$ cat src/hdl/srio_req_pkg.sv
// Shared widths, packet field codes, doorbell codes and state enums of the request path
`default_nettype none

package srio_req_pkg;

    typedef logic [63:0] srio_word_t;
    typedef logic [31:0] srio_user_t;
    typedef logic [15:0] dev_id_t;
    typedef logic [15:0] db_info_t;
    typedef logic [33:0] srio_addr_t;
    typedef logic [7:0]  keep_t;
    typedef logic [7:0]  tsize_t;
    typedef logic [3:0]  ftype_t;

    // Format and transaction types
    localparam ftype_t     FTYPE_DOORBELL = 4'hA;
    localparam ftype_t     FTYPE_NWRITE   = 4'h5;
    localparam logic [3:0] TTYPE_NWRITE   = 4'h4;
    localparam logic [1:0] REQ_PRIO       = 2'd1;

    // Doorbell information codes
    localparam db_info_t DB_SELF_CHECK   = 16'h0001;
    localparam db_info_t DB_TARGET_READY = 16'h0100;
    localparam db_info_t DB_TARGET_BUSY  = 16'h01FF;
    localparam db_info_t DB_INTEG_ROUTE0 = 16'h0003;
    localparam db_info_t DB_INTEG_ROUTE1 = 16'h0002;

    // NWRITE target address per route
    localparam srio_addr_t ADDR_ROUTE0 = 34'h0_8100_0000;
    localparam srio_addr_t ADDR_ROUTE1 = 34'h0_0010_0000;

    // Only responses from this endpoint are accepted
    localparam dev_id_t RESP_SRC_ID = 16'h0001;

    typedef enum logic [2:0] {
        IDLE, CHECK_REQ, CHECK_WAIT, NWR, INTEG_REQ, INTEG_WAIT
    } seq_state_e;

    typedef enum logic {DB_KIND_CHECK, DB_KIND_INTEG} db_kind_e;

    typedef enum logic [1:0] {
        ERR_NONE          = 2'd0,
        ERR_NO_CHECK_RESP = 2'd1,
        ERR_NO_INTEG_ACK  = 2'd2
    } err_type_e;

endpackage

`default_nettype wire

$ cat src/hdl/resp_decoder.sv
// Inbound doorbell response decoder that also keeps the target route bit
`timescale 1ns/10ps
`default_nettype none

module resp_decoder import srio_req_pkg::*; (
    input  wire         log_clk,
    input  wire         log_rst,
    input  wire         iresp_tvalid_i,
    input  srio_word_t  iresp_tdata_i,
    input  srio_user_t  iresp_tuser_i,
    output logic        check_ready_o,
    output logic        check_busy_o,
    output logic        integ_ack_o,
    output logic        target_sel_o
);

    ftype_t   resp_ftype;
    db_info_t resp_info;
    dev_id_t  resp_src;
    db_info_t integ_code;
    logic     hit;
    logic     ack;

    assign resp_ftype = iresp_tdata_i[55:52];
    assign resp_info  = iresp_tdata_i[31:16];
    assign resp_src   = iresp_tuser_i[31:16];

    assign integ_code = target_sel_o ? DB_INTEG_ROUTE1 : DB_INTEG_ROUTE0;
    assign hit = iresp_tvalid_i && (resp_ftype == FTYPE_DOORBELL) && (resp_src == RESP_SRC_ID);
    assign ack = hit && (resp_info == integ_code);

    always_ff @(posedge log_clk) begin
        if (log_rst) begin
            check_ready_o <= 1'b0;
            check_busy_o  <= 1'b0;
            integ_ack_o   <= 1'b0;
            target_sel_o  <= 1'b0;
        end else begin
            check_ready_o <= hit && (resp_info == DB_TARGET_READY);
            check_busy_o  <= hit && (resp_info == DB_TARGET_BUSY);
            integ_ack_o   <= ack;
            // Route flips together with the acknowledge pulse
            target_sel_o  <= target_sel_o ^ ack;
        end
    end

endmodule

`default_nettype wire

$ cat config.mk
export PLATFORM = sky130hd
export DESIGN_NAME = resp_decoder
export DESIGN_NICKNAME = d
export VERILOG_FILES = /design/src/hdl/srio_req_pkg.sv /design/src/hdl/resp_decoder.sv
export SDC_FILE = /design/constraint.sdc
export NUM_CORES = 1
export LEC_CHECK = 0
export ABC_AREA = 1
export CORE_AREA = 4 4 41 43
export DETAILED_ROUTE_END_ITERATION = 6
export DIE_AREA = 0 0 45 47
export DONT_BUFFER_PORTS = 1
export SLEW_MARGIN = 15
export SYNTH_ARGS = -nofsm -noshare
export SYNTH_HDL_FRONTEND = slang
export SYNTH_SLANG_ARGS = --single-unit
$ cat constraint.sdc
create_clock -name log_clk -period 1.33 [get_ports log_clk]
set_input_delay 0 -clock log_clk [delete_from_list [all_inputs] [get_ports log_clk]]
set_output_delay 0 -clock log_clk [all_outputs]
set_load 0.05 [all_outputs]
Word-level counts from Yosys, hierarchy flattened
Cells that the tools add are included.
{ "totals": {"reg_bits": 4, "inputBits": 99, "output_inout_bits": 4} }
{ "op_classes": {"eq_ne": 5, "n_mux": 1, "bitwise_logic": 1, "n_reduce_logical": 5} }
{ "op_table": {"columns": ["op", "n"], "rows": [
  ["16-bit by 9-bit == test with 1-bit output, second input constant", 2],
  ["16-bit by 1-bit == test with 1-bit output, second input constant", 1],
  ["16-bit by 2-bit == test with 1-bit output", 1],
  ["1-bit logical AND", 5],
  ["4-bit == test, second input constant", 1],
  ["1-bit two-way mux", 1],
  ["1-bit bitwise XOR", 1]
]} }

Longest topological paths before layout
{ "logic_depth": {"depth_word": 5, "mapped_depth": 8, "ltp_nobuf": 8} }

Least setup slack after synthesis
Ideal clock, no wire load.
{ "synth_timing": {"path_kind": "flip-flop to flip-flop", "startpoint": "register target_sel_o", "endpoint": "register target_sel_o", "setup_time_ns": 0.117, "arrival_time_ns": 1.205, "required_time_ns": 1.213, "slack_ns": 0.008, "path_stages_with_launch": 8, "period_less_slack_ns": 1.322, "cell_sequence": "dfxtp_1 nand2_1 nand2_1 nand3_2 nor2_2 nand3_1 nand2_1 nor2_1"} }
{ "synth_via": {"elab_chain_len": 4} }
{ "synth_lines": {"columns": ["element", "line", "source"], "rows": [
  ["start: declaration", "resp_decoder.sv:14", "output logic target_sel_o"],
  ["start signal: assignment", "resp_decoder.sv:43", "target_sel_o <= target_sel_o ^ ack;"],
  ["1-bit two-way mux", "resp_decoder.sv:28", "assign integ_code = target_sel_o ? DB_INTEG_ROUTE1 : DB_INTEG_ROUTE0;"],
  ["16-bit by 2-bit == test with 1-bit output", "resp_decoder.sv:30", "assign ack = hit && (resp_info == integ_code);"],
  ["1-bit logical AND", "resp_decoder.sv:30", null],
  ["1-bit bitwise XOR (*)", "resp_decoder.sv:43", null]
]} }
Every way passes the cells marked *; elsewhere a longest branch is shown, timed or not.
A chain may end at the register's enable or synchronous reset.

==> reports/qor.txt <==
Status: finished clean
DP HPWL: 844.9 um
Area contributors post-synth: dfxtp_1, nand2_1, inv_1, nor2_1, nor3_2
Unrepaired setup endpoints after global routing: false
Final Slew Violations: 0
Number of global-route vias before repair: 392
Max rail drop VDD: 0.0001561 V
DRT Wirelength: 937 um
Initial Utilization: 30.58%
Critical Path Fanout Max: 3
Post-Syn Instances: 74
Fill count: 157
Multi-input gate area: 254.0 sq um
Yosys cell types: 14
ANT nets after route: 0
R2R Setup Slk: 0.26 ns
Cells after DPL: 90
Cell taking the most area after synthesis: dfxtp_1
R2r worst-path depth: 7
Initial antenna violation count: 0
Core area: 0.001301 sq mm
Async SR Flop Fraction: 0%
Hold Fails Final Rpt: 0
Post-synth top cells: nand2_1, inv_1, nor2_1
Last element of the critical path: check_ready_o
Setup TNS: 0 ns
Remaining DRCs: 0
Post-synthesis net count: 173
WS Path Type: primary input to flip-flop
Layout cells sized above 1: 19.75%
Full die area: 0.002115 sq mm
CTS Sinks: 4
Quantity of I/O buffers inserted on ports: 0
Postcts setup bufs: 0
Vias post-DR: 425
Avg Cell Area, Syn: 5.377 sq um
CTS Root Cell: clkbuf_4
Leak: 0.2234 nW
Post-synth top area share: 20.13%
Pwr dens: 649.1 mW/mm^2
Area Overhead vs Synth: 19.81%
Number of diodes: 0
Top-count cell post-synth: nand2_1
Clock slew at reported path FFs: 0.04 ns
Number of DRC markers in iteration 0: 5
Post-Layout Cell Count: 96
Yosys warnings: 0
GRT Overall Usage: 8.682%
Reg2reg end: target_sel_o
Sequential share of the synthesized area: 20.13%
Hold slack: 0.04035 ns
Actual slew at the worst max-slew pin: 0.4818 ns
Die span in x: 45 um
Final worst slack: 0.1572 ns
Critical path startpoint category: primary input
Synthesized area: 397.9 sq um
Fmax: 852.7 MHz
Crit path time final: 1.173 ns
Slew margin rel.: 67.83%
Count of final setup violators: 0
Top_reg_cell synth: dfxtp_1
First-pass GRT wire length: 1338 um
Die Y: 47 um
GR Overflow Total: 0
WP data required: 1.50 ns
Maximum number of pins on one net before global-route repair: 6
Hold WC Path Type: primary input to flip-flop
Worst skew pair latency: 0.23 ns
Dpl ws: 0.2723 ns
Reg-to-Reg Start: target_sel_o
CP endpoint kind: flip-flop
Worst Skew: 0.002839 ns
Critical Path Start: log_rst
GP Congestion: 0.6558
Num rows: 13
Post-layout nets: 182
H-tree depth: 1
Router iterations before antenna repair: 4
Number of max-cap violations: 0
I/O pin count: 103
CTS buffer count: 3
Register Area: 80.08 sq um
Crit path DAT: 1.34 ns
Vias per cell: 4.427
Post-synth EDFFs: 0
WL/cell: 9.760 um
Buffer depth of the longest clock path: 2
FF+latch count, synth: 4
CTS tree: yes
Final Cycle Share: 88.18%
==> per-layer routing <==
| metal | GRT usage [%] | up-vias | share of wire [%] |
|---|---|---|---|
| li1 | - | 229 | - |
| met1 | 9.977 | 166 | 36 |
| met2 | 12.71 | 30 | 45 |
| met3 | 3.448 | 0 | 19 |
| met4 | 7.018 | 0 | 0 |
| met5 | 0 | - | 0 |
==> final cells by class <==
type	count	area share (%)
well taps	15	3.937
multi-input cells	53	53.28
repair buffers	4	7.874
clock buffers	3	4.724
flip-flops and latches	4	16.80
inverters	17	13.39
==> how the worst min path moves through the flow <==
stage	from	end	slack [ns]	depth (start not counted)
3_3_place_gp	log_rst	target_sel_o	0.16	3
2_1_floorplan	log_rst	target_sel_o	0.15	3
4_1_cts	iresp_tdata_i[27]	integ_ack_o	0.03	5
6_report	iresp_tdata_i[31]	integ_ack_o	0.04	5
5_1_grt	iresp_tdata_i[27]	integ_ack_o	0.03	5
3_5_place_dp	log_rst	target_sel_o	0.17	3
==> where the power goes <==
part	internal (mW)	switching (mW)	total, mW
sequential	0.121	0.00000000000496	0.121
combinational	0.0190	0.0223	0.0413
clock	0.101	0.0468	0.148
==> what timing repair did <==
item,4_1_cts,5_1_grt
gates resized for setup,0,0
endpoints found under the hold margin,3,0
hold buffers,3,0
==> state kept, by name, summed over array words and instances (netlist names) <==
register       flops
check_busy_o       1
target_sel_o       1
check_ready_o      1
integ_ack_o        1
==> per-stage QoR <==
| step | cell area, sq um | utilization [%] | total power, mW |
|---|---|---|---|
| global route | 476.7 | 36.63 | 0.3324 |
| CTS | 476.7 | 36.63 | 0.3184 |
| finish | 476.7 | 36.63 | 0.3094 |
| floorplan | 397.9 | - | 0.1551 |
| detailed placement | 424.2 | 32.60 | 0.1594 |
| global placement | 424.2 | 32.60 | 0.1579 |
==> worst max-delay path, cell delays in order <==
cell and delay (ns):
dlygate4sd3_1 0.55, inv_2 0.08, nand2_2 0.07, nor3_2 0.10
dlygate4sd3_1 0.55
==> cells by family (layout without fill, tap and decap cells) <==
family                 count (synthesis)  count (layout)  synth area share [%]
buffers and inverters                 17              24                 16.04
flip-flops                             4               4                 20.13
AO/OA/AOI/OAI                          1               1                 1.257
AND/OR/NAND/NOR                       52              52                 62.58
==> layout by cell type (no fill, tap or decap) <==
master	n
a21oi_1	1
nor3_2	3
buf_4	1
dfxtp_1	4
inv_2	2
nand2_2	1
inv_1	15
nand2_1	21
nor2_2	4
clkbuf_4	3
nand3_2	1
nand3_1	4
dlygate4sd3_1	3
and2_1	1
nor2_1	15
nor3_1	1
nor2_4	1
Power figures use the tool's default switching activity.
