==> config.mk <==
export PLATFORM = sky130hd
export DESIGN_NAME = ireq_arbiter_flat
export DESIGN_NICKNAME = d
export VERILOG_FILES = /design/src/hdl/srio_req_pkg.sv /design/src/hdl/ireq_if.sv /design/src/hdl/ireq_arbiter.sv /design/src/flat_wrapper.sv
export SDC_FILE = /design/constraint.sdc
export NUM_CORES = 1
export LEC_CHECK = 0
export BUFFER_PORTS_ARGS = -buffer_cell sky130_fd_sc_hd__buf_2
export CAP_MARGIN = 40
export CELL_PAD_IN_SITES_DETAIL_PLACEMENT = 1
export CELL_PAD_IN_SITES_GLOBAL_PLACEMENT = 1
export CORE_AREA = 4 4 124 126
export DETAILED_ROUTE_END_ITERATION = 8
export DIE_AREA = 0 0 128 130
export PLACE_DENSITY_LB_ADDON = 0.05
export SYNTH_ARGS = -nofsm -noshare
export SYNTH_HDL_FRONTEND = slang
export SYNTH_SLANG_ARGS = --single-unit
==> constraint.sdc <==
create_clock -name log_clk -period 1.6 [get_ports log_clk]
set_input_delay 0.24 -clock log_clk [delete_from_list [all_inputs] [get_ports log_clk]]
set_output_delay 0.24 -clock log_clk [all_outputs]
set_load 0.03 [all_outputs]
==> src/hdl/srio_req_pkg.sv <==
// Shared widths, packet field codes, doorbell codes and state enums of the request path
`default_nettype none

package srio_req_pkg;

    typedef logic [63:0] srio_word_t;
    typedef logic [31:0] srio_user_t;
    typedef logic [15:0] dev_id_t;
    typedef logic [15:0] db_info_t;
    typedef logic [33:0] srio_addr_t;
    typedef logic [7:0]  keep_t;
    typedef logic [7:0]  tsize_t;
    typedef logic [3:0]  ftype_t;

    // Format and transaction types
    localparam ftype_t     FTYPE_DOORBELL = 4'hA;
    localparam ftype_t     FTYPE_NWRITE   = 4'h5;
    localparam logic [3:0] TTYPE_NWRITE   = 4'h4;
    localparam logic [1:0] REQ_PRIO       = 2'd1;

    // Doorbell information codes
    localparam db_info_t DB_SELF_CHECK   = 16'h0001;
    localparam db_info_t DB_TARGET_READY = 16'h0100;
    localparam db_info_t DB_TARGET_BUSY  = 16'h01FF;
    localparam db_info_t DB_INTEG_ROUTE0 = 16'h0003;
    localparam db_info_t DB_INTEG_ROUTE1 = 16'h0002;

    // NWRITE target address per route
    localparam srio_addr_t ADDR_ROUTE0 = 34'h0_8100_0000;
    localparam srio_addr_t ADDR_ROUTE1 = 34'h0_0010_0000;

    // Only responses from this endpoint are accepted
    localparam dev_id_t RESP_SRC_ID = 16'h0001;

    typedef enum logic [2:0] {
        IDLE, CHECK_REQ, CHECK_WAIT, NWR, INTEG_REQ, INTEG_WAIT
    } seq_state_e;

    typedef enum logic {DB_KIND_CHECK, DB_KIND_INTEG} db_kind_e;

    typedef enum logic [1:0] {
        ERR_NONE          = 2'd0,
        ERR_NO_CHECK_RESP = 2'd1,
        ERR_NO_INTEG_ACK  = 2'd2
    } err_type_e;

endpackage

`default_nettype wire

==> src/hdl/ireq_if.sv <==
// Request channel interface with requester, arbiter and sink views
`timescale 1ns/10ps
`default_nettype none

interface ireq_if import srio_req_pkg::*; ();

    logic       valid;
    logic       ready;
    logic       last;
    srio_word_t data;
    keep_t      keep;
    srio_user_t user;

    modport requester (output valid, last, data, keep, user, input ready);

    // Arbiter side of a peer request
    modport arbiter (input valid, last, data, keep, user, output ready);

    modport sink (input valid, last, data, keep, user, output ready);

endinterface

`default_nettype wire

==> src/hdl/ireq_arbiter.sv <==
// Fixed priority arbiter with packet lock for the outbound request bus
`timescale 1ns/10ps
`default_nettype none

module ireq_arbiter (
    input  wire         log_clk,
    input  wire         log_rst,
    ireq_if.arbiter     db_req,
    ireq_if.arbiter     nwr_req,
    ireq_if.requester   bus_req
);

    logic locked;
    logic sel_nwr_q;
    logic sel_nwr;

    // Doorbell wins when the bus is free
    assign sel_nwr = locked ? sel_nwr_q : !db_req.valid;

    assign bus_req.valid = sel_nwr ? nwr_req.valid : db_req.valid;
    assign bus_req.last  = sel_nwr ? nwr_req.last  : db_req.last;
    assign bus_req.data  = sel_nwr ? nwr_req.data  : db_req.data;
    assign bus_req.keep  = sel_nwr ? nwr_req.keep  : db_req.keep;
    assign bus_req.user  = sel_nwr ? nwr_req.user  : db_req.user;

    assign db_req.ready  = !sel_nwr && bus_req.ready;
    assign nwr_req.ready = sel_nwr && bus_req.ready;

    // Grant holds from the first shown beat until the last one transfers
    always_ff @(posedge log_clk) begin
        if (log_rst) begin
            locked    <= 1'b0;
            sel_nwr_q <= 1'b0;
        end else if (bus_req.valid) begin
            locked    <= !(bus_req.ready && bus_req.last);
            sel_nwr_q <= sel_nwr;
        end
    end

endmodule

`default_nettype wire

==> src/flat_wrapper.sv <==
// flat-port wrapper written by rule: the top's interface ports become plain ports
module ireq_arbiter_flat 
  (log_clk, log_rst, db_req_valid, db_req_last, db_req_data, db_req_keep, db_req_user, db_req_ready, nwr_req_valid, nwr_req_last, nwr_req_data, nwr_req_keep, nwr_req_user, nwr_req_ready, bus_req_valid, bus_req_last, bus_req_data, bus_req_keep, bus_req_user, bus_req_ready);
  ireq_if db_req_i ();
  ireq_if nwr_req_i ();
  ireq_if bus_req_i ();
  input  wire log_clk;
  input  wire log_rst;
  input wire logic [$bits(db_req_i.valid)-1:0] db_req_valid;
  input wire logic [$bits(db_req_i.last)-1:0] db_req_last;
  input wire logic [$bits(db_req_i.data)-1:0] db_req_data;
  input wire logic [$bits(db_req_i.keep)-1:0] db_req_keep;
  input wire logic [$bits(db_req_i.user)-1:0] db_req_user;
  output wire logic [$bits(db_req_i.ready)-1:0] db_req_ready;
  input wire logic [$bits(nwr_req_i.valid)-1:0] nwr_req_valid;
  input wire logic [$bits(nwr_req_i.last)-1:0] nwr_req_last;
  input wire logic [$bits(nwr_req_i.data)-1:0] nwr_req_data;
  input wire logic [$bits(nwr_req_i.keep)-1:0] nwr_req_keep;
  input wire logic [$bits(nwr_req_i.user)-1:0] nwr_req_user;
  output wire logic [$bits(nwr_req_i.ready)-1:0] nwr_req_ready;
  output wire logic [$bits(bus_req_i.valid)-1:0] bus_req_valid;
  output wire logic [$bits(bus_req_i.last)-1:0] bus_req_last;
  output wire logic [$bits(bus_req_i.data)-1:0] bus_req_data;
  output wire logic [$bits(bus_req_i.keep)-1:0] bus_req_keep;
  output wire logic [$bits(bus_req_i.user)-1:0] bus_req_user;
  input wire logic [$bits(bus_req_i.ready)-1:0] bus_req_ready;
  assign db_req_i.valid = db_req_valid;
  assign db_req_i.last = db_req_last;
  assign db_req_i.data = db_req_data;
  assign db_req_i.keep = db_req_keep;
  assign db_req_i.user = db_req_user;
  assign db_req_ready = db_req_i.ready;
  assign nwr_req_i.valid = nwr_req_valid;
  assign nwr_req_i.last = nwr_req_last;
  assign nwr_req_i.data = nwr_req_data;
  assign nwr_req_i.keep = nwr_req_keep;
  assign nwr_req_i.user = nwr_req_user;
  assign nwr_req_ready = nwr_req_i.ready;
  assign bus_req_valid = bus_req_i.valid;
  assign bus_req_last = bus_req_i.last;
  assign bus_req_data = bus_req_i.data;
  assign bus_req_keep = bus_req_i.keep;
  assign bus_req_user = bus_req_i.user;
  assign bus_req_i.ready = bus_req_ready;
  ireq_arbiter u_core (.log_clk(log_clk), .log_rst(log_rst), .db_req(db_req_i), .nwr_req(nwr_req_i), .bus_req(bus_req_i));
endmodule
==> Yosys cells after proc, flatten, opt, wreduce, memory -nomap -nowiden <==
Index checks and enable logic that the tools add are counted.
{ "classes": {"mux": 6, "n_reduce_logical": 6} }
{ "op_table": {"columns": ["op", "n"], "rows": [
  ["2-to-1 mux 64 bit", 1],
  ["2-to-1 mux 32 bit", 1],
  ["2-to-1 mux 8 bit", 1],
  ["logical AND 1 bit", 3],
  ["logical NOT 1 bit", 3],
  ["2-to-1 mux 1 bit", 3]
]} }
{ "totals": {"out_inout_bits": 108, "elab_cells": 14, "regBits": 2, "input_bits": 215} }

==> Depth between registers and ports, before layout <==
{ "logic_depth": {"depth_word": 5, "ltp_mapped": 5, "ltp_nobuf": 4} }

==> Worst setup path before layout <==
No wires, ideal clock.
{ "synth_path": {"path_type": "reg2out", "from": "register u_core.locked", "to": "output port bus_req_data[36]", "required_time_ns": 1.360, "arrival_time_ns": 1.420, "path_stages_with_launch": 5, "setup_slack_ns": -0.060, "path_buffers": 2, "cell_sequence": "dfxtp_1 -> mux2i_4 -> buf_6 -> buf_6 -> mux2_4"} }
{ "synth_via": {"elab_chain_cells": 2} }
{ "synth_lines": {"columns": ["element", "line_no", "source"], "rows": [
  ["from (decl)", "ireq_arbiter.sv:13", "logic locked;"],
  ["from (signal assigned)", "ireq_arbiter.sv:35", "locked <= !(bus_req.ready && bus_req.last);"],
  ["2-to-1 mux 1 bit", "ireq_arbiter.sv:18", "assign sel_nwr = locked ? sel_nwr_q : !db_req.valid;"],
  ["2-to-1 mux 64 bit", "ireq_arbiter.sv:22", "assign bus_req.data = sel_nwr ? nwr_req.data : db_req.data;"],
  ["to (decl)", "flat_wrapper.sv:23", "output wire logic [$bits(bus_req_i.data)-1:0] bus_req_data;"]
]} }
No other way between the ends.

==> Worst setup path after layout <==
{ "layout_path": {"from": "register u_core.locked", "to": "output port bus_req_data[35]"} }
Same word-level chain as after synthesis.

==> flow_metrics.py <==
metrics = {
    "status": {
        "outcome": "finished, violations left",
        "violations": "setup timing",
    },
    "setup_path": {
        "critPathLaunchType": "register",
        "path_max_fanout": 14,
        "cpPeakStageDelay_ns": 0.35,
        "worst_ep_required_time_ns": 1.36,
        "path_cells": "mux2i_4, buf_6, buf_12, mux2_2, buf_2",
        "arrival_ns": 1.71,
        "crit_slowest_cell": "dfxtp_2",
        "worstSetupPathType": "reg -> out",
        "cp-end-kind": "primary output",
    },
    "placed_design": {
        "gp_congestion": 0.782,
        "pre_cts_slack_ns": -0.136,
        "dpl.hpwl_mm": 10.3,
        "dp_cells": 637,
        "port_buffers": 322,
    },
    "pwr": {
        "p_total_uw": 2170,
        "p_int_uw": 1150,
        "clockPowerShare_pct": 17.4,
        "p_leak_uw": 0.00203,
        "p_sw_share_pct": 47.0,
        "powerDensity_mw_per_mm2": 608,
        "p_switching_uw": 1020,
        "seq_power_share_pct": 2.7,
        "ir_drop_mv": 0.220,
        "power_frac_comb_pct": 79.9,
    },
    "drt": {
        "drt_iter0_drc": 27,
        "routed_wl_mm": 11.2,
        "wl_met1_mm": 3.75,
        "route.detailed.drc": 0,
        "via_count": 2386,
        "routed.top_layer": "met4",
        "dr.pass1.iters": 4,
        "met3_length_mm": 1.19,
        "wl_per_cell_um": 17.4,
        "antenna_left": 0,
        "via_per_inst": 3.72,
        "met2_length_mm": 6.19,
    },
    "floorplanning": {
        "rows": 44,
        "die_w_um": 128,
        "die-area_mm2": 0.0166,
        "ios": 323,
        "start_util_pct": 10.4,
        "core_mm2": 0.0143,
        "die_h_um": 130,
    },
    "final_layout": {
        "drive_above_1_share_pct": 97.8,
        "fin_cells": 641,
        "diodes": 0,
        "final_common_cell": "buf_2",
        "areaGrowthSynthToFinish_pct": 139,
        "fin_nets": 674,
        "final_cell_mix": "316 x buf_2, 74 x mux2_2, 31 x mux2_4, 7 x buf_6",
    },
    "clock_network": {
        "clockBufferDepth": 2,
        "clk_pin_slew_ns": 0.03,
        "cts_tree": "yes",
        "clock-root-buffer": "clkbuf_16",
        "h-tree-depth": 1,
        "worstSkewPairLatency_ns": 0.22,
        "cts_buffers": 3,
        "clock_sinks": 2,
    },
    "synthesis": {
        "ys_types": 13,
        "ys_ff_latch": 2,
        "syn_inst": 130,
        "synth_area_mm2": 0.00150,
        "syn_nets": 345,
        "avgSynthCellArea_um2": 11.5,
        "synth-seq-area-share_pct": 2.68,
        "ys_warn_count": 0,
    },
    "global_routing": {
        "grt_pass1_vias": 2596,
        "grt_use_total_pct": 11.5,
        "grt_antenna_before_repair": 0,
        "grt_pass1_wl_mm": 15.0,
        "grt_max_degree": 25,
        "grt_overflow_total": 0,
    },
    "job": {
        "drv_cap": 0,
    },
    "sta": {
        "timing.final.ws_setup_ns": -0.354,
        "worst_pin_slew_ns": 0.254,
        "max-slew-margin-rel_pct": 82.9,
        "slew_viol_final": 0,
        "setup_viol": 108,
        "finalHoldViolations": 0,
        "fin_skew_ns": 0.000874,
        "max_freq_mhz": 512,
        "min_period_ns": 1.95,
        "fin_crit_sh_pct": 122,
        "rsz0062_at_grt": "true",
    },
    "min_path": {
        "hp-class": "in -> reg",
    },
}
-- worst paths after layout --
| path | slack [ns] | endpoint | cells past startpoint | from |
|---|---|---|---|---|
| min | 0.20 | u_core.locked | 2 | log_rst |
| max | -0.35 | bus_req_data[35] | 5 | u_core.locked |
| min reg2reg | 0.67 | u_core.sel_nwr_q | 3 | u_core.sel_nwr_q |
| max reg2reg | -0.02 | u_core.locked | 5 | u_core.locked |
-- per-layer routing --
layer  vias to the layer above  track usage [%]
met5                         -                0
met4                         0             1.06
met3                         2             4.05
met2                       158             23.0
met1                      1080             12.0
li1                       1146                -
-- final cells by class --
class | count | area [µm²]
clock buffer | 3 | 75.1
fill | 1782 | 10700
inverter | 2 | 7.51
multi-input combinational | 115 | 1380
sequential | 2 | 41.3
tap | 184 | 230
timing repair buffer | 335 | 1830
-- power by group through the flow --
stage               sequential (µW)  combinational, µW  clock (µW)
detailed placement             59.5               1710           0
global route                   59.5               1840         391
global placement               59.0               1720           0
CTS                            59.0               1720         386
floorplan                      59.6               1090           0
finish                         59.1               1730         377
-- state kept, by name, summed over array words and instances (netlist names) --
signal / flops
u_core.sel_nwr_q: 1
u_core.locked: 1
-- worst max-delay path: cells and delay by family, from the launching register on --
family	cells	cell delay (ns)
multiplexers	2	0.61
flip-flops	1	0.35
buffers and inverters	3	0.53
-- logic make-up after synthesis --
| group | synth area share (%) |
|---|---|
| AO/OA/AOI/OAI | 1.34 |
| buffers and inverters | 5.86 |
| flip-flops | 2.68 |
| multiplexers | 88.3 |
| AND/OR/NAND/NOR | 1.84 |
-- per-stage QoR --
stage | setup TNS [ns] | instance area (µm²) | hold WS (ns) | utilization, %
2_1_floorplan | -0.0847 | 1500 | 0.300 | -
3_3_place_gp | -10.84 | 3410 | 0.438 | 23.8
3_5_place_dp | -10.63 | 3410 | 0.424 | 23.8
4_1_cts | -36.07 | 3490 | 0.197 | 24.4
5_1_grt | -39.09 | 3570 | 0.213 | 24.9
6_report | -32.98 | 3570 | 0.199 | 24.9
-- cell usage after synthesis --
cell      instances  share of area (%)
and2_1            1               0.42
mux2_4           28                 28
nor2_1            3               0.75
buf_6             4                3.0
mux2i_1           1               0.67
buf_2             7                2.3
a21oi_1           1               0.33
a311oi_2          1                1.0
mux2_2           77                 58
mux2i_4           1                1.5
nor3_1            2               0.67
dfxtp_1           2                2.7
inv_1             2               0.50
-- repair_timing --
action	in CTS	in global routing
resized for setup	1	20
cloned	0	1
hold buffers	0	0
pin swaps	0	0
endpoints found under the setup margin	108	109
setup buffers	0	0
Note: power is estimated with default switching activity, not from simulation.
