[config.mk]
export PLATFORM = sky130hd
export DESIGN_NAME = link_sequencer
export DESIGN_NICKNAME = d
export VERILOG_FILES = /design/src/hdl/srio_req_pkg.sv /design/src/hdl/link_sequencer.sv
export SDC_FILE = /design/constraint.sdc
export NUM_CORES = 1
export LEC_CHECK = 0
export ABC_CLOCK_PERIOD_IN_PS = 1400
export BUFFER_PORTS_ARGS = -buffer_cell sky130_fd_sc_hd__buf_2
export CORE_UTILIZATION = 49
export CTS_CLUSTER_DIAMETER = 60
export DETAILED_ROUTE_END_ITERATION = 10
export GPL_ROUTABILITY_DRIVEN = 0
export MAX_ROUTING_LAYER = met4
export PLACE_DENSITY = 0.73
export RECOVER_POWER = 50
export SLEW_MARGIN = 10
export SYNTH_ARGS = -nofsm -noshare
export SYNTH_HDL_FRONTEND = slang
export SYNTH_SLANG_ARGS = --single-unit
[constraint.sdc]
create_clock -name log_clk -period 1.4 [get_ports log_clk]
set_input_delay 0.14 -clock log_clk [delete_from_list [all_inputs] [get_ports log_clk]]
set_output_delay 0.14 -clock log_clk [all_outputs]
set_load 0.05 [all_outputs]
[src/hdl/srio_req_pkg.sv]
// Shared widths, packet field codes, doorbell codes and state enums of the request path
`default_nettype none

package srio_req_pkg;

    typedef logic [63:0] srio_word_t;
    typedef logic [31:0] srio_user_t;
    typedef logic [15:0] dev_id_t;
    typedef logic [15:0] db_info_t;
    typedef logic [33:0] srio_addr_t;
    typedef logic [7:0]  keep_t;
    typedef logic [7:0]  tsize_t;
    typedef logic [3:0]  ftype_t;

    // Format and transaction types
    localparam ftype_t     FTYPE_DOORBELL = 4'hA;
    localparam ftype_t     FTYPE_NWRITE   = 4'h5;
    localparam logic [3:0] TTYPE_NWRITE   = 4'h4;
    localparam logic [1:0] REQ_PRIO       = 2'd1;

    // Doorbell information codes
    localparam db_info_t DB_SELF_CHECK   = 16'h0001;
    localparam db_info_t DB_TARGET_READY = 16'h0100;
    localparam db_info_t DB_TARGET_BUSY  = 16'h01FF;
    localparam db_info_t DB_INTEG_ROUTE0 = 16'h0003;
    localparam db_info_t DB_INTEG_ROUTE1 = 16'h0002;

    // NWRITE target address per route
    localparam srio_addr_t ADDR_ROUTE0 = 34'h0_8100_0000;
    localparam srio_addr_t ADDR_ROUTE1 = 34'h0_0010_0000;

    // Only responses from this endpoint are accepted
    localparam dev_id_t RESP_SRC_ID = 16'h0001;

    typedef enum logic [2:0] {
        IDLE, CHECK_REQ, CHECK_WAIT, NWR, INTEG_REQ, INTEG_WAIT
    } seq_state_e;

    typedef enum logic {DB_KIND_CHECK, DB_KIND_INTEG} db_kind_e;

    typedef enum logic [1:0] {
        ERR_NONE          = 2'd0,
        ERR_NO_CHECK_RESP = 2'd1,
        ERR_NO_INTEG_ACK  = 2'd2
    } err_type_e;

endpackage

`default_nettype wire

[src/hdl/link_sequencer.sv]
// Sequencer FSM with timeout for self-check, NWRITE and integration doorbell
`timescale 1ns/10ps
`default_nettype none

module link_sequencer import srio_req_pkg::*; #(
    parameter int TIMEOUT_CYCLES = 65535
) (
    input  wire         log_clk,
    input  wire         log_rst,
    input  wire         self_check_i,
    input  wire         nwr_req_i,
    input  wire         link_initialized_i,
    input  wire         check_ready_i,
    input  wire         check_busy_i,
    input  wire         integ_ack_i,
    input  wire         db_sent_i,
    input  wire         nwr_done_i,
    output logic        db_start_o,
    output db_kind_e    db_kind_o,
    output logic        nwr_go_o,
    output logic        idle_o,
    output logic        nwr_ready_o,
    output logic        nwr_busy_o,
    output logic        error_o,
    output err_type_e   error_type_o
);

    localparam int TIMER_W = $clog2(TIMEOUT_CYCLES + 1);

    seq_state_e         state;
    logic [TIMER_W-1:0] timer_q;
    logic               waiting;
    logic               timeout;

    assign waiting = (state == CHECK_WAIT) || (state == INTEG_WAIT);
    assign timeout = (timer_q == TIMER_W'(TIMEOUT_CYCLES - 1));

    always_ff @(posedge log_clk) begin
        if (log_rst) begin
            state        <= IDLE;
            timer_q      <= '0;
            db_start_o   <= 1'b0;
            db_kind_o    <= DB_KIND_CHECK;
            nwr_ready_o  <= 1'b0;
            nwr_busy_o   <= 1'b0;
            error_o      <= 1'b0;
            error_type_o <= ERR_NONE;
        end else begin
            // Status and command outputs are single cycle pulses
            db_start_o   <= 1'b0;
            nwr_ready_o  <= 1'b0;
            nwr_busy_o   <= 1'b0;
            error_o      <= 1'b0;
            error_type_o <= ERR_NONE;
            timer_q      <= waiting ? timer_q + 1'b1 : '0;
            case (state)
                IDLE: begin
                    // Self-check goes ahead of a pending write
                    if (link_initialized_i && self_check_i) begin
                        state      <= CHECK_REQ;
                        db_start_o <= 1'b1;
                        db_kind_o  <= DB_KIND_CHECK;
                    end else if (link_initialized_i && nwr_req_i) begin
                        state <= NWR;
                    end
                end
                CHECK_REQ: begin
                    if (db_sent_i) begin
                        state <= CHECK_WAIT;
                    end
                end
                CHECK_WAIT: begin
                    if (check_ready_i) begin
                        nwr_ready_o <= 1'b1;
                        state       <= IDLE;
                    end else if (check_busy_i) begin
                        nwr_busy_o <= 1'b1;
                        state      <= IDLE;
                    end else if (timeout) begin
                        error_o      <= 1'b1;
                        error_type_o <= ERR_NO_CHECK_RESP;
                        state        <= IDLE;
                    end
                end
                NWR: begin
                    if (nwr_done_i) begin
                        state      <= INTEG_REQ;
                        db_start_o <= 1'b1;
                        db_kind_o  <= DB_KIND_INTEG;
                    end
                end
                INTEG_REQ: begin
                    if (db_sent_i) begin
                        state <= INTEG_WAIT;
                    end
                end
                INTEG_WAIT: begin
                    if (integ_ack_i) begin
                        state <= IDLE;
                    end else if (timeout) begin
                        error_o      <= 1'b1;
                        error_type_o <= ERR_NO_INTEG_ACK;
                        state        <= IDLE;
                    end
                end
                default: begin
                    state <= IDLE;
                end
            endcase
        end
    end

    assign nwr_go_o = (state == NWR);
    assign idle_o   = (state == IDLE);

endmodule

`default_nettype wire

# After elaboration in Yosys (flattened, before gate mapping)
# Index checks and enable logic that the tools add are counted.
classes:
  add_sub_neg: 1
  eq_ne: 11
  mux: 29
  bitwise: 2
  reduce_logical: 10
ops:
  columns: ["operator", "n"]
  rows:
  - ["2-to-1 mux 3 bit", 9]
  - ["case mux 3 bit (6 select lines)", 1]
  - ["adder 16 x 1 -> 16 bit, second input constant", 1]
  - ["== test 16 bit, second input constant", 1]
  - ["2-to-1 mux 1 bit", 13]
  - ["== test 3 x 2 -> 1 bit, second input constant", 2]
  - ["== test 3 bit, second input constant", 2]
  - ["!= test 2 bit, second input constant", 3]
  - ["case mux 1 bit (2 select lines)", 3]
  - ["2-to-1 mux 2 bit", 2]
  - ["case mux 2 bit (2 select lines)", 1]
  - ["AND reduction 4 bit", 1]
  - ["OR reduction 2 bit", 2]
  - ["== test 3 x 1 -> 1 bit, second input constant", 1]
  - ["logical NOT 3 bit", 1]
  - ["!= test 3 x 1 -> 1 bit, second input constant", 1]
  - ["AND reduction 3 bit", 1]
  - ["OR reduction 3 bit", 1]
  - ["logical AND 1 bit", 2]
  - ["!= test 2 x 1 -> 1 bit, second input constant", 1]
  - ["NOT 1 bit", 2]
  - ["nonzero test 2 bit", 1]
  - ["logical OR 1 bit", 1]
word_totals:
  regBits: 26
  inputBits: 10
  out_inout_bits: 9
  wordCells: 61

# Longest topological paths before layout
# Gate-level depths: netlist of run 1.
logic_depth:
  ltp_word: 5
  mapped_depth: 6
  ltp_nobuf: 6

# Worst setup path after synthesis of run 1
# OpenSTA, ideal clock, no wires.
synth_timing:
  path_kind: "register -> register"
  from: "register state[0]"
  to: "register db_start_o"
  setup_ns: 0.069
  t_arrival_ns: 1.951
  required_ns: 1.331
  path_slack_ns: -0.620
  stages_incl_launch_ff: 5
  path_buffers: 1
  period_less_slack_ns: 2.020
  path_cell_list: "dfxtp_1 buf_2 nor3_1 a32oi_1 nor2_1"
synth_between:
  elab_chain_len: 2
  elab_cells_between_ends: 3
  classes_between: "eq/ne (1); mux (1); reduce/logical (1)"
synth_rtl:
  columns: ["element", "line_no", "rtl"]
  rows:
  - ["start: declaration", "link_sequencer.sv:30", "seq_state_e state;"]
  - ["start signal: assignment", "link_sequencer.sv:40", "state <= IDLE;"]
  - ["start signal: assignment", "link_sequencer.sv:60", "state <= CHECK_REQ;"]
  - ["start signal: assignment", "link_sequencer.sv:64", "state <= NWR;"]
  - ["logical NOT 3 bit", null, null]
  - ["net idle_o", "link_sequencer.sv:21", "output logic idle_o,"]
  - ["case mux 1 bit (2 select lines)", "link_sequencer.sv:56", "case (state)"]
  - ["end signal: assignment", "link_sequencer.sv:50", "db_start_o <= 1'b0;"]
  - ["end signal: assignment", "link_sequencer.sv:61", "db_start_o <= 1'b1;"]
  - ["end signal: assignment", "link_sequencer.sv:88", "db_start_o <= 1'b1;"]
  - ["end: declaration", "link_sequencer.sv:18", "output logic db_start_o,"]
# The timed path passes the listed nets, and every way through them passes these cells.
# A chain may end at the register's enable or synchronous reset.

# Worst setup path in the final report of run 1
layout_timing:
  from: "register state[0]"
  to: "output port idle_o"
layout_between:
  elab_chain_len: 1
layout_rtl:
  columns: ["element", "line_no", "rtl"]
  rows:
  - ["logical NOT 3 bit", "link_sequencer.sv:114", "assign idle_o = (state == IDLE);"]
  - ["end: declaration", "link_sequencer.sv:21", null]
# Every way passes these cells.

==> metrics.yaml, run 1 <==
logic_synthesis:
  ys_async_sr_fraction_pct: 0
  ys_types: 40
  synth-main-ff-cell: "dfxtp_1"
  postSynthAreaPerCell_um2: 9.055
  seq_area_frac_synth_pct: 42.58
  synthCells: 135
  synth_seq_cells: 26
  synth_area_um2: 1222
  yosysWarnings: 0
  synthesis.nets: 147
  synth_edf_count: 0
drt:
  ant_nets: 0
  wirelength_mm: 2.660
  drtPass1Iterations: 4
  drc: 0
  drt_iter0_drc: 43
  routedWlPerCell_um: 13.93
  drt-vias-per-instance: 5.670
  vias: 1083
timing:
  relSlewSlack_pct: 60.18
  fin_ws_ps: 21.04
  grt_setup_unrepaired: "yes"
  worst_hold_slack_ps: 83.43
  setup_viol: 0
  finalSetupTns_ps: 0
  fin_skew_ps: 7.639
  worst_slew_pin_slew_ps: 599.9
  drv_slew: 0
  post-route-min-period_ps: 1379
  hold_violations: 0
  finalCritPeriodShare_pct: 98.50
  max_freq_mhz: 725.2
die:
  die_h_um: 51.95
  rows: 17
  core_um2: 2276
  initial_core_util_pct: 53.71
  io_pins: 19
  die-area_um2: 2698
  die_w_um: 51.95
place:
  portBuffers: 18
  dp_hpwl_mm: 1.744
  place_area_um2: 1375
  dp_slack_ps: 25.73
job:
  cap_violations: 0
global_route:
  antenna_found_initial: 0
  grt_max_degree: 17
  grt_pass1_wl_mm: 4.209
  grtUsageTotal_pct: 21.61
  overflow: 0
  grt_pass1_vias: 1022
worst_hold_path:
  hold_path.class: "input pin to flop"
cts:
  cts_buffer_depth: 2
  cts_made_buffers: 3
  cts.sinks: 26
  cts.clk_slew.worst_paths_ps: 140
  htreeDepth: 1
  insertion_delay_ps: 320
  clockRootBuffer: "clkbuf_4"
  cts_tree: "built"
critical_path:
  arrival_ps: 1240
  criticalPathCategory: "flop to output port"
  crit_path_end_kind: "output port"
  crit_required_ps: 1260
  crit_path_start_kind: "flop"
  cp_max_fo: 5
power:
  cellPowerDensity_nw_per_um2: 1177
  irDropWorstVdd_uv: 937.2
  p_total_mw: 1.777
  p_leak_nw: 0.5633
status:
  status: "complete, no violations"
final_layout:
  final_area_um2: 1510
  fin_nets: 176
  layout_common_cells: "nor2_1, dfxtp_1, xor2_1"
  drive_above_1_share_pct: 33.13
  num_antenna_cells: 0
  final_common_cell: "nor2_1"
  synthToLayoutAreaGrowth_pct: 23.54
cell families after synthesis:
family	share of synthesized area (%)
xor+xnor	8.598
simple gates	29.17
flops	42.58
buf+inv	5.425
compound gates	11.36
mux	0.8189
fa+ha+maj	2.047
synth_stat cells, types with 2 or more instances:
master | instances | area [um2]
and4_1 | 2 | 17.52
nand3_1 | 4 | 20.02
a21oi_1 | 5 | 25.02
inv_1 | 2 | 7.510
buf_2 | 2 | 10.01
nor2b_1 | 2 | 12.51
a221oi_1 | 2 | 17.52
clkbuf_1 | 2 | 7.510
nand4_1 | 6 | 37.54
nor2_1 | 23 | 86.33
buf_6 | 3 | 33.78
and3_1 | 2 | 12.51
or3_1 | 2 | 12.51
nand2_1 | 9 | 33.78
nor3_1 | 3 | 15.01
dfxtp_1 | 26 | 520.5
ha_1 | 2 | 25.02
o21ai_0 | 2 | 10.01
and2_1 | 3 | 18.77
xor2_1 | 11 | 96.34
nand3b_1 | 3 | 22.52
cell type report:
class	count	area, um2
Timing Repair Buffer	31	207.7
Multi-Input combinational cell	100	694.4
Clock buffer	4	36.28
Inverter	2	7.507
Sequential cell	26	529.3
Fill cell	174	765.7
Tap cell	28	35.03
per-layer routing:
layer	track usage (%)	vias up	wire [um]
met5	-	-	0
met4	9.910	0	31
met2	38.03	29	1339
li1	-	530	-
met3	3.801	4	151
met1	23.42	520	1137
repair_timing:
item / 4_1_cts / 5_1_grt
hold buffers: 1 / 0
endpoints found under the setup margin: 2 / 13
gates resized for setup: 7 / 15
endpoints found under the hold margin: 1 / 0
cloned: 0 / 1
pin swaps: 2 / 4
setup buffers: 3 / 0
per-stage QoR:
step / util, % / instances
3_5_place_dp: 60.42 / 182
2_1_floorplan: - / 135
3_3_place_gp: 60.42 / 182
4_1_cts: 64.27 / 190
6_report: 66.36 / 191
5_1_grt: 66.36 / 191
power breakdown:
| group | switching [mW] | internal, mW | total, mW |
|---|---|---|---|
| clock | 0.220 | 0.159 | 0.379 |
| combinational | 0.340 | 0.247 | 0.587 |
| sequential | 0.0287 | 0.782 | 0.811 |
| total | 0.589 | 1.19 | 1.78 |
registers in the layout, indices dropped and copies added, names as in the netlist:
register / cells
db_kind_o: 1
nwr_busy_o: 1
timer_q: 16
nwr_ready_o: 1
error_o: 1
error_type_o: 2
db_start_o: 1
state: 3
final timing paths:
| path | from | to | cells past startpoint | slack, ps |
|---|---|---|---|---|
| worst max-delay path | state[0] | idle_o | 3 | 20 |
| worst max register to register | state[0] | error_o | 3 | 40 |
| worst min register to register | timer_q[0] | timer_q[0] | 1 | 440 |
| worst min-delay path | self_check_i | db_kind_o | 2 | 80 |
critical path, stage by stage, from the launching register on:
cell,delay [ps]
dfxtp_4,390
buf_6,130
nor3_4,210
buf_6,190
(Power assumes the default switching activity.)
==> inputs of run 2 (changes only) <==
ABC_CLOCK_PERIOD_IN_PS = 1370   (was 1400)
CORE_UTILIZATION = 54   (was 49)
PLACE_DENSITY = 0.76   (was 0.73)
clock period = 1.37 ns   (was 1.4 ns; I/O delays follow)
==> metrics.yaml, run 2 (synthesized netlist as in run 1, its figures left out) <==
cts:
  clockRootBuffer: "clkbuf_4"
  cts_made_buffers: 3
  cts.sinks: 26
  cts.clk_slew.worst_paths_ps: 140
  cts_tree: "built"
  htreeDepth: 1
  insertion_delay_ps: 320
  cts_buffer_depth: 2
die:
  io_pins: 19
  rows: 16
  die_h_um: 49.58
  initial_core_util_pct: 59.87
  core_um2: 2042
  die-area_um2: 2458
  die_w_um: 49.58
drt:
  ant_nets: 0
  drt-vias-per-instance: 5.847
  drt_iter0_drc: 17
  routedWlPerCell_um: 16.69
  wirelength_mm: 3.372
  drtPass1Iterations: 4
  vias: 1181
  drc: 0
critical_path:
  crit_required_ps: 1600
  reg2reg_to: "state[1]"
  criticalPathCategory: "flop to flop"
  arrival_ps: 1700
  r2r_slack_ps: -100
  cp_max_fo: 5
  rr_worst_depth: 4
  crit_path_start_kind: "flop"
  cp-endpoint: "state[1]"
  crit_path_end_kind: "flop"
  crit_start: "state[2]"
  worstReg2RegStart: "state[2]"
timing:
  finalCritPeriodShare_pct: 107.0
  fin_ws_ps: -96.08
  worst_slew_pin_slew_ps: 406.6
  drv_slew: 0
  fin_skew_ps: 4.173
  hold_violations: 0
  grt_setup_unrepaired: "yes"
  relSlewSlack_pct: 72.77
  max_freq_mhz: 682.1
  setup_viol: 2
  post-route-min-period_ps: 1466
  finalSetupTns_ps: -102.4
final_layout:
  drive_above_1_share_pct: 42.86
  reg_top3: "timer_q x16, state x3, error_type_o x2"
  num_antenna_cells: 0
  max_flop_register: "timer_q"
  fin_nets: 188
  final_common_cell: "nor2_1"
  final_area_um2: 1668
  layout_common_cells: "nor2_1, dfxtp_1, buf_4"
  finish.cell_count_without_fillers: 202
  fillers: 138
  largest_reg_flops: 16
  synthToLayoutAreaGrowth_pct: 36.44
worst_hold_path:
  hold_path.class: "input pin to flop"
  hold_depth: 2
job:
  cap_violations: 0
place:
  place_area_um2: 1441
  dp_hpwl_mm: 1.893
  dp_cells: 190
  portBuffers: 18
global_route:
  grtUsageTotal_pct: 25.95
  overflow: 0
  grt_pass1_vias: 1160
  grt_pass1_wl_mm: 4.809
  met2_usage_pct: 49.32
  use_met1_pct: 25.71
  grt_max_degree: 17
  top_usage_layer: "met2"
  grtUsageMet3_pct: 6.173
  antenna_found_initial: 0
power:
  p_leak_nw: 0.6686
  cellPowerDensity_nw_per_um2: 1252
  irDropWorstVdd_uv: 946.2
status:
  status: "finished with violations"
  violations: "setup timing"
## run 2: worst min path at each step
stage                       start         end
global route         self_check_i   db_kind_o
finish               self_check_i   db_kind_o
detailed placement  check_ready_i  nwr_busy_o
CTS                  self_check_i   db_kind_o
floorplan           check_ready_i  nwr_busy_o
global placement    check_ready_i  nwr_busy_o
## run 2: power by group
group	switching (mW)	internal [mW]	total, mW
clock network	0.233	0.296	0.529
logic	0.412	0.311	0.723
registers	0.0373	0.800	0.838
## run 2: repair_timing
| item | CTS | global route |
|---|---|---|
| buffers inserted | 4 | 2 |
| gates resized for setup | 14 | 20 |
| hold endpoints to repair | 1 | 0 |
| endpoints found under the setup margin | 7 | 10 |
| gates cloned | 0 | 1 |
| pin swaps | 2 | 6 |
| hold buffers | 1 | 0 |
## run 2: metal layers
layer  wire [um]  vias to the layer above
li1            -                      553
met1        1319                      572
met2        1801                       47
met3         183                        9
met4          68                        0
met5           0                        -
## run 2: critical path, cell delays in order, from the launching register on
cell and delay, ps:
dfxtp_2 370, or3b_4 440, nor3_2 170, a22oi_1 130, o31ai_2 260
## run 2: area by class of cell
cell class              count  area [um2]  area share, %
well taps                  27       33.78          2.026
multi-input cells         100       747.0          44.79
clock inverters             1       30.03          1.800
inverters                   2       7.507         0.4501
clock buffers               3       22.52          1.350
repair buffers             43       297.8          17.85
flip-flops and latches     26       529.3          31.73
## run 2: metrics by stage
stage / hold WS [ps] / power, mW / util [%] / setup WS [ps]
6_report: 41.98 / 2.089 / 81.68 / -96.08
5_1_grt: 39.73 / 2.169 / 81.68 / -114.8
4_1_cts: 25.03 / 1.975 / 76.65 / -2.843
3_5_place_dp: 353.5 / 1.322 / 70.59 / -29.66
3_3_place_gp: 346.1 / 1.312 / 70.59 / 14.34
2_1_floorplan: 213.7 / 1.203 / - / 15.38
